<file path="src/design/pa_pkg.sv">
package pa_pkg;

    // Screen coordinates and depth
    localparam int COORD_W  = 12;
    localparam int DEPTH_W  = 12;   // Unsigned Q0.12
    localparam int SCREEN_W = 320;
    localparam int SCREEN_H = 320;

    // Buffer depths
    localparam int MAX_TRIS  = 256;
    localparam int MAX_VERTS = 256;

    localparam int TRI_IDX_W = $clog2(MAX_TRIS);
    localparam int VTX_IDX_W = $clog2(MAX_VERTS);

    localparam int VTX_W = 2 * COORD_W + DEPTH_W + 1;

    typedef logic signed [COORD_W-1:0]     coord_t;
    typedef logic        [DEPTH_W-1:0]     depth_t;
    typedef logic        [TRI_IDX_W:0]     tri_idx_t;   // Holds a count of MAX_TRIS
    typedef logic        [VTX_IDX_W-1:0]   vtx_idx_t;
    typedef logic        [3*VTX_IDX_W-1:0] idx_word_t;  // Index 0 in the low bits
    typedef logic        [VTX_W-1:0]       vtx_word_t;

    // Vertex record layout, x at the bottom and the invalid flag on top
    localparam int VTX_X_LSB   = 0;
    localparam int VTX_Y_LSB   = VTX_X_LSB + COORD_W;
    localparam int VTX_Z_LSB   = VTX_Y_LSB + COORD_W;
    localparam int VTX_INV_BIT = VTX_Z_LSB + DEPTH_W;

    typedef enum logic [1:0] {
        PA_IDLE,
        PA_RUN,
        PA_DRAIN,
        PA_DONE
    } pa_state_t;

endpackage

</file>
<file path="src/design/geom_rd_if.sv">
interface geom_rd_if;

    // Index buffer read port
    logic                         idx_rd_en;
    logic [pa_pkg::TRI_IDX_W-1:0] idx_addr;
    pa_pkg::idx_word_t            idx_data;

    // Vertex buffer, three reads under one enable
    logic                         vtx_rd_en;
    pa_pkg::vtx_idx_t             vtx_addr [3];
    pa_pkg::vtx_word_t            vtx_data [3];

    modport fetch (
        output idx_rd_en,
        output idx_addr,
        input  idx_data,
        output vtx_rd_en,
        output vtx_addr,
        input  vtx_data
    );

    modport idx_mem (
        input  idx_rd_en,
        input  idx_addr,
        output idx_data
    );

    modport vtx_mem (
        input  vtx_rd_en,
        input  vtx_addr,
        output vtx_data
    );

endinterface

</file>
<file path="src/design/bounding_box.sv">
module bounding_box (
    input  pa_pkg::coord_t i_x0,
    input  pa_pkg::coord_t i_y0,
    input  pa_pkg::coord_t i_x1,
    input  pa_pkg::coord_t i_y1,
    input  pa_pkg::coord_t i_x2,
    input  pa_pkg::coord_t i_y2,

    output pa_pkg::coord_t o_min_x,
    output pa_pkg::coord_t o_min_y,
    output pa_pkg::coord_t o_max_x,
    output pa_pkg::coord_t o_max_y,
    output logic           o_on_screen
);

    pa_pkg::coord_t x_lim;
    pa_pkg::coord_t y_lim;
    pa_pkg::coord_t raw_min_x;
    pa_pkg::coord_t raw_max_x;
    pa_pkg::coord_t raw_min_y;
    pa_pkg::coord_t raw_max_y;

    function automatic pa_pkg::coord_t min3(input pa_pkg::coord_t a, input pa_pkg::coord_t b,
                                            input pa_pkg::coord_t c);
        pa_pkg::coord_t m;
        m = (a < b) ? a : b;
        return (c < m) ? c : m;
    endfunction

    function automatic pa_pkg::coord_t max3(input pa_pkg::coord_t a, input pa_pkg::coord_t b,
                                            input pa_pkg::coord_t c);
        pa_pkg::coord_t m;
        m = (a > b) ? a : b;
        return (c > m) ? c : m;
    endfunction

    // Limit to 0 .. hi
    function automatic pa_pkg::coord_t clamp(input pa_pkg::coord_t v, input pa_pkg::coord_t hi);
        if (v < 0) begin
            return '0;
        end
        return (v > hi) ? hi : v;
    endfunction

    assign x_lim = pa_pkg::coord_t'(pa_pkg::SCREEN_W - 1);   // Last pixel column
    assign y_lim = pa_pkg::coord_t'(pa_pkg::SCREEN_H - 1);

    assign raw_min_x = min3(i_x0, i_x1, i_x2);
    assign raw_max_x = max3(i_x0, i_x1, i_x2);
    assign raw_min_y = min3(i_y0, i_y1, i_y2);
    assign raw_max_y = max3(i_y0, i_y1, i_y2);

    assign o_min_x = clamp(raw_min_x, x_lim);
    assign o_max_x = clamp(raw_max_x, x_lim);
    assign o_min_y = clamp(raw_min_y, y_lim);
    assign o_max_y = clamp(raw_max_y, y_lim);

    // Overlap test on the unclamped box
    assign o_on_screen = (raw_max_x >= 0) && (raw_min_x <= x_lim) &&
                         (raw_max_y >= 0) && (raw_min_y <= y_lim);

endmodule

</file>
<file path="src/design/primitive_assembler.sv">
module primitive_assembler (
    input  logic             clk,
    input  logic             rstn,

    input  logic             i_start,
    input  pa_pkg::tri_idx_t i_num_tris,
    output logic             o_busy,
    output logic             o_done,

    geom_rd_if.fetch         rd,

    // Output triangle, valid/ready
    output logic             o_tri_valid,
    input  logic             i_tri_ready,
    output pa_pkg::coord_t   o_v0_x,
    output pa_pkg::coord_t   o_v0_y,
    output pa_pkg::depth_t   o_v0_z,
    output pa_pkg::coord_t   o_v1_x,
    output pa_pkg::coord_t   o_v1_y,
    output pa_pkg::depth_t   o_v1_z,
    output pa_pkg::coord_t   o_v2_x,
    output pa_pkg::coord_t   o_v2_y,
    output pa_pkg::depth_t   o_v2_z,
    output pa_pkg::coord_t   o_bb_min_x,
    output pa_pkg::coord_t   o_bb_min_y,
    output pa_pkg::coord_t   o_bb_max_x,
    output pa_pkg::coord_t   o_bb_max_y
);

    pa_pkg::pa_state_t state;
    pa_pkg::pa_state_t state_nxt;

    pa_pkg::tri_idx_t  num_tris;
    pa_pkg::tri_idx_t  issue_cnt;

    logic              advance;
    logic              issue;
    logic              b_vld;       // Index data at stage B
    logic              c_vld;       // Vertex data at stage C
    logic              pipe_empty;
    logic              keep;

    pa_pkg::coord_t    v_x   [3];
    pa_pkg::coord_t    v_y   [3];
    pa_pkg::depth_t    v_z   [3];
    logic              v_inv [3];

    pa_pkg::coord_t    bb_min_x;
    pa_pkg::coord_t    bb_min_y;
    pa_pkg::coord_t    bb_max_x;
    pa_pkg::coord_t    bb_max_y;
    logic              bb_on_screen;

    // Whole pipeline moves only when the output slot frees up
    assign advance    = !o_tri_valid || i_tri_ready;
    assign issue      = (state == pa_pkg::PA_RUN) && (issue_cnt != num_tris) && advance;
    assign pipe_empty = !b_vld && !c_vld && !o_tri_valid;

    assign o_busy = (state != pa_pkg::PA_IDLE);
    assign o_done = (state == pa_pkg::PA_DONE);

    // Stage A
    assign rd.idx_rd_en = issue;
    assign rd.idx_addr  = issue_cnt[pa_pkg::TRI_IDX_W-1:0];

    // Stage B
    assign rd.vtx_rd_en = b_vld && advance;
    always_comb begin
        for (int i = 0; i < 3; i++) begin
            rd.vtx_addr[i] = rd.idx_data[i*pa_pkg::VTX_IDX_W +: pa_pkg::VTX_IDX_W];
        end
    end

    // Stage C unpack
    always_comb begin
        for (int i = 0; i < 3; i++) begin
            v_x[i]   = rd.vtx_data[i][pa_pkg::VTX_X_LSB +: pa_pkg::COORD_W];
            v_y[i]   = rd.vtx_data[i][pa_pkg::VTX_Y_LSB +: pa_pkg::COORD_W];
            v_z[i]   = rd.vtx_data[i][pa_pkg::VTX_Z_LSB +: pa_pkg::DEPTH_W];
            v_inv[i] = rd.vtx_data[i][pa_pkg::VTX_INV_BIT];
        end
    end

    bounding_box bb_inst (
        .i_x0        (v_x[0]),
        .i_y0        (v_y[0]),
        .i_x1        (v_x[1]),
        .i_y1        (v_y[1]),
        .i_x2        (v_x[2]),
        .i_y2        (v_y[2]),
        .o_min_x     (bb_min_x),
        .o_min_y     (bb_min_y),
        .o_max_x     (bb_max_x),
        .o_max_y     (bb_max_y),
        .o_on_screen (bb_on_screen)
    );

    assign keep = !(v_inv[0] || v_inv[1] || v_inv[2]) && bb_on_screen;

    always_comb begin
        state_nxt = state;
        case (state)
            pa_pkg::PA_IDLE:  if (i_start) state_nxt = pa_pkg::PA_RUN;
            pa_pkg::PA_RUN:   if (issue_cnt == num_tris) state_nxt = pa_pkg::PA_DRAIN;
            pa_pkg::PA_DRAIN: if (pipe_empty) state_nxt = pa_pkg::PA_DONE;
            pa_pkg::PA_DONE:  state_nxt = pa_pkg::PA_IDLE;
            default:          state_nxt = pa_pkg::PA_IDLE;
        endcase
    end

    always_ff @(posedge clk) begin
        if (!rstn) begin
            state     <= pa_pkg::PA_IDLE;
            num_tris  <= '0;
            issue_cnt <= '0;
            b_vld     <= 1'b0;
            c_vld     <= 1'b0;
            o_tri_valid <= 1'b0;
        end else begin
            state <= state_nxt;
            if (state == pa_pkg::PA_IDLE && i_start) begin
                num_tris  <= i_num_tris;
                issue_cnt <= '0;
            end else if (issue) begin
                issue_cnt <= issue_cnt + 1'b1;
            end
            if (advance) begin
                b_vld       <= issue;
                c_vld       <= b_vld;
                o_tri_valid <= c_vld && keep;   // Culled triangles leave a gap
            end
        end
    end

    // Output payload
    always_ff @(posedge clk) begin
        if (advance && c_vld && keep) begin
            o_v0_x     <= v_x[0];
            o_v0_y     <= v_y[0];
            o_v0_z     <= v_z[0];
            o_v1_x     <= v_x[1];
            o_v1_y     <= v_y[1];
            o_v1_z     <= v_z[1];
            o_v2_x     <= v_x[2];
            o_v2_y     <= v_y[2];
            o_v2_z     <= v_z[2];
            o_bb_min_x <= bb_min_x;
            o_bb_min_y <= bb_min_y;
            o_bb_max_x <= bb_max_x;
            o_bb_max_y <= bb_max_y;
        end
    end

endmodule

</file>
<file path="src/flat_wrapper.sv">
// flat-port wrapper written by rule: the top's interface ports become plain ports
module primitive_assembler_flat 
  (clk, rstn, i_start, i_num_tris, o_busy, o_done, o_tri_valid, i_tri_ready, o_v0_x, o_v0_y, o_v0_z, o_v1_x, o_v1_y, o_v1_z, o_v2_x, o_v2_y, o_v2_z, o_bb_min_x, o_bb_min_y, o_bb_max_x, o_bb_max_y, rd_idx_rd_en, rd_idx_addr, rd_idx_data, rd_vtx_rd_en, rd_vtx_addr, rd_vtx_data);
  geom_rd_if rd_i ();
  input  logic clk;
  input  logic rstn;
  input  logic i_start;
  input  pa_pkg::tri_idx_t i_num_tris;
  output logic o_busy;
  output logic o_done;
  output logic o_tri_valid;
  input  logic i_tri_ready;
  output pa_pkg::coord_t o_v0_x;
  output pa_pkg::coord_t o_v0_y;
  output pa_pkg::depth_t o_v0_z;
  output pa_pkg::coord_t o_v1_x;
  output pa_pkg::coord_t o_v1_y;
  output pa_pkg::depth_t o_v1_z;
  output pa_pkg::coord_t o_v2_x;
  output pa_pkg::coord_t o_v2_y;
  output pa_pkg::depth_t o_v2_z;
  output pa_pkg::coord_t o_bb_min_x;
  output pa_pkg::coord_t o_bb_min_y;
  output pa_pkg::coord_t o_bb_max_x;
  output pa_pkg::coord_t o_bb_max_y;
  output wire logic [$bits(rd_i.idx_rd_en)-1:0] rd_idx_rd_en;
  output wire logic [$bits(rd_i.idx_addr)-1:0] rd_idx_addr;
  input wire logic [$bits(rd_i.idx_data)-1:0] rd_idx_data;
  output wire logic [$bits(rd_i.vtx_rd_en)-1:0] rd_vtx_rd_en;
  output wire logic [$bits(rd_i.vtx_addr)-1:0] rd_vtx_addr;
  input wire logic [$bits(rd_i.vtx_data)-1:0] rd_vtx_data;
  assign rd_idx_rd_en = rd_i.idx_rd_en;
  assign rd_idx_addr = rd_i.idx_addr;
  assign rd_i.idx_data = rd_idx_data;
  assign rd_vtx_rd_en = rd_i.vtx_rd_en;
  assign rd_vtx_addr = {>>{rd_i.vtx_addr}};
  assign rd_i.vtx_data = {>>{rd_vtx_data}};
  primitive_assembler u_core (.clk(clk), .rstn(rstn), .i_start(i_start), .i_num_tris(i_num_tris), .o_busy(o_busy), .o_done(o_done), .rd(rd_i), .o_tri_valid(o_tri_valid), .i_tri_ready(i_tri_ready), .o_v0_x(o_v0_x), .o_v0_y(o_v0_y), .o_v0_z(o_v0_z), .o_v1_x(o_v1_x), .o_v1_y(o_v1_y), .o_v1_z(o_v1_z), .o_v2_x(o_v2_x), .o_v2_y(o_v2_y), .o_v2_z(o_v2_z), .o_bb_min_x(o_bb_min_x), .o_bb_min_y(o_bb_min_y), .o_bb_max_x(o_bb_max_x), .o_bb_max_y(o_bb_max_y));
endmodule
</file>
<file path="config.mk">
export PLATFORM = sky130hd
export DESIGN_NAME = primitive_assembler_flat
export DESIGN_NICKNAME = d
export VERILOG_FILES = /design/src/design/pa_pkg.sv /design/src/design/geom_rd_if.sv /design/src/design/bounding_box.sv /design/src/design/primitive_assembler.sv /design/src/flat_wrapper.sv
export SDC_FILE = /design/constraint.sdc
export NUM_CORES = 1
export LEC_CHECK = 0
export ABC_AREA = 1
export BUFFER_PORTS_ARGS = -buffer_cell sky130_fd_sc_hd__buf_2
export CAP_MARGIN = 40
export CORE_ASPECT_RATIO = 0.8
export CORE_MARGIN = 1
export CORE_UTILIZATION = 47
export CTS_BUF_LIST = sky130_fd_sc_hd__clkbuf_8
export CTS_CLUSTER_SIZE = 24
export DETAILED_ROUTE_END_ITERATION = 10
export PLACE_DENSITY = 0.82
export REMOVE_ABC_BUFFERS = 1
export SLEW_MARGIN = 20
export SYNTH_ARGS = -nofsm -noshare
export SYNTH_HDL_FRONTEND = slang
export SYNTH_HIERARCHICAL = 1
export SYNTH_SLANG_ARGS = --single-unit
</file>
<file path="constraint.sdc">
create_clock -name clk -period 11.15 [get_ports clk]
set_clock_uncertainty 0.1 [all_clocks]
set_input_delay 0.5575 -clock clk [delete_from_list [all_inputs] [get_ports clk]]
set_output_delay 0.5575 -clock clk [all_outputs]
set_load 0.02 [all_outputs]
</file>
==> results.yml <==
floorplan:
  area_inside_the_core_boundary_sq_um: 20000
  start_util: 0.484
  design.die.area_sq_um: 21100
  floorplan.die.width_um: 162
  num_rows: 46
  io_pins: 341
  die_y_um: 130
cts:
  clock_tree.buffer_depth: 2
  clkLatencyLatePin_ps: 450
  clock_tree.htree_level_count: 4
  post_cts_buffers: 0
  cts.sinks: 179
  holdBufCountCts: 0
  post_cts_resized: 0
  cts_buffer_count: 17
  tritoncts: "done"
  cts.clk_slew.worst_paths_ps: 110
  clk_root_buffer_cell: "clkbuf_8"
critical_path:
  worstPathArrival_ps: 6090
  path_max_fanout: 40
  start_kind: "input pin"
  worst_ep_required_time_ps: 11200
  critPathCaptureType: "flip-flop"
  timing_worst_setup_path_type: "in2reg"
place:
  routabilityCongestion: 0.956
  preCtsSetupSlack_ps: 4770
  place.detailed.hpwl_mm: 18.6
  detailed_place.area_sq_um: 11100
  portBuffers: 292
final_layout:
  drive_gt1_frac: 0.308
  layout.filler_cells: 1689
  mostFrequentLayoutCells: "buf_2 (292), nand2_1 (203), edfxtp_1 (156)"
  postLayoutCellArea_sq_um: 11600
  syn2layout_area_growth_pct: 19.8
  layout_commonest_cell: "buf_2"
  nets: 1456
timing:
  final-setup-viol-count: 0
  max_slew.worst_pin.slew_ps: 861
  final-hold-violation-count: 0
  max_slew_margin: 0.426
  rsz0062_at_grt: "false"
  layout_setup_ws_ps: 5110
  fmax_mhz: 166
  final.min_clock_period_ps: 6040
  period_utilisation_layout: 0.541
  final-max-slew-violation-count: 0
drt:
  wl_mm: 23.5
  dr.first_iter.drc_count: 618
  wl_per_cell_um: 15.6
  drt-vias-per-instance: 5.09
  dr.pass1.iters: 6
  route.detailed.drc: 0
  vias_after_detailed_routing: 7693
  antenna_left: 0
grt:
  groute.usage.overall: 0.220
  overflow: 0
  grt_start_max_net_pins: 64
  grt_pass1_vias: 6949
  grt_first_pass_wirelength_mm: 35.6
  antenna_found_initial: 1
yosys:
  synth_top_cell_area_share: 0.485
  yosysUniqueCellTypes: 46
  syn_avg_cell_area_sq_um: 10.0
  synth.area.top_cells: "edfxtp_1 (48%), ha_1 (9.8%), nand2_1 (7.9%)"
  synth_top_cell_by_area: "edfxtp_1"
  post_synthesis_sequential_element_count: 179
  synth.yosys.seq_area_share: 0.533
  syn_inst: 966
  synthesis.area_sq_um: 9660
  synth_warnings: 6
flow_run:
  max-cap-violations: 0
run_status:
  run_status: "complete, no violations"
hold_path:
  path_class_of_the_lowest_slack_min_delay_path: "in2reg"
pwr:
  vdd_drop_max_mv: 0.0806
  power.total_uw: 1760
  power_per_cell_area_nw_per_um2: 152
  cellLeakagePower_uw: 0.00537
## layout make-up
class	count	area, sq um	share of cell area
flip-flops and latches	179	5140	0.445
multi-input cells	618	3690	0.319
repair buffers	296	1520	0.132
inverters	120	453	0.0392
well taps	264	330	0.0286
clock buffers	17	234	0.0202
clock inverters	15	188	0.0162
diodes	1	2.50	0.000216
## where the power goes
group          switching [uW]  internal, uW  total [uW]
Sequential               13.1           757         770
Clock                     269           194         463
Combinational             351           172         524
## stage by stage
stage	std cells	hold WS (ps)	TNS, ps	util
floorplan	917	344	-30010	-
global placement	1475	356	0	0.556
detailed placement	1477	364	0	0.558
CTS	1509	133	0	0.579
global route	1510	126	0	0.579
finish	1510	166	0	0.579
## layer usage
metal / track usage / wire, um / share of wire / vias to the layer above
met5: 0.00909 / 0 / 0 / -
met4: 0.0599 / 309 / 0.013 / 0
met3: 0.0668 / 2250 / 0.095 / 30
met2: 0.349 / 10700 / 0.45 / 361
met1: 0.292 / 10300 / 0.44 / 3504
li1: - / - / - / 3798
## cell usage after synthesis (all sizes together)
library cell  number
a211oi             2
a21o               4
a21oi             44
a31oi              5
and2               1
buf               53
clkbuf             7
clkinv             1
conb               1
dfxtp             23
edfxtp           156
ha                76
inv              119
nand2            227
nand3             36
nand3b             1
nand4             18
nor2              51
nor3               7
nor4               2
o211ai             3
o21a               8
o21ai            100
o221ai             4
o311ai             1
o31ai              2
or2                2
xnor2              5
xor2               7
## cell families after synthesis
group           share of synthesized area
flops                               0.533
compound gates                      0.102
fa+ha+maj                          0.0984
other cells                      0.000388
buf+inv                            0.0903
xor+xnor                           0.0109
simple gates                        0.166
## worst max-delay path: stages
cell and delay (ps):
buf_2 100, inv_1 50, ha_1 320, a21o_1 170, nor2_1 220, nand3_2 150
nand2_1 110, nand2_1 400, o21ai_2 530, o21ai_0 260, ha_1 370, inv_1 40
nor2_1 80, nor2_1 40, o21a_1 190, nor3_1 140, o21ai_0 90, o21ai_0 80
nand2_1 200, inv_1 370, o21ai_1 200, nor2_1 190, nand2_2 90, nor2_2 80
nand3_1 140, nor2_4 120, buf_4 430, buf_12 290
## path summary, 6_finish.rpt
kind	startpoint	to	slack, ps	cells after the start
worst max-delay path	rd_vtx_data[48]	u_core/o_v1_y[8]	5110	28
worst min-delay path	rd_vtx_data[108]	u_core/o_v0_z[10]	170	1
worst max register to register	u_core/state[1]	u_core/issue_cnt[8]	9140	7
worst min register to register	u_core/num_tris[0]	u_core/num_tris[0]	380	2
## state kept, by name, summed over array words and instances (netlist names)
register            cells
u_core/o_bb_max_x      12
u_core/o_bb_max_y      12
u_core/o_bb_min_x      12
u_core/o_bb_min_y      12
u_core/o_v0_x          12
u_core/o_v0_y          12
u_core/o_v0_z          12
u_core/o_v1_x          12
u_core/o_v1_y          12
u_core/o_v1_z          12
u_core/o_v2_x          12
u_core/o_v2_y          12
u_core/o_v2_z          12
u_core/issue_cnt        9
u_core/num_tris         9
u_core/state            2
u_core/b_vld            1
u_core/c_vld            1
u_core/o_tri_valid      1
(Power assumes the default switching activity.)
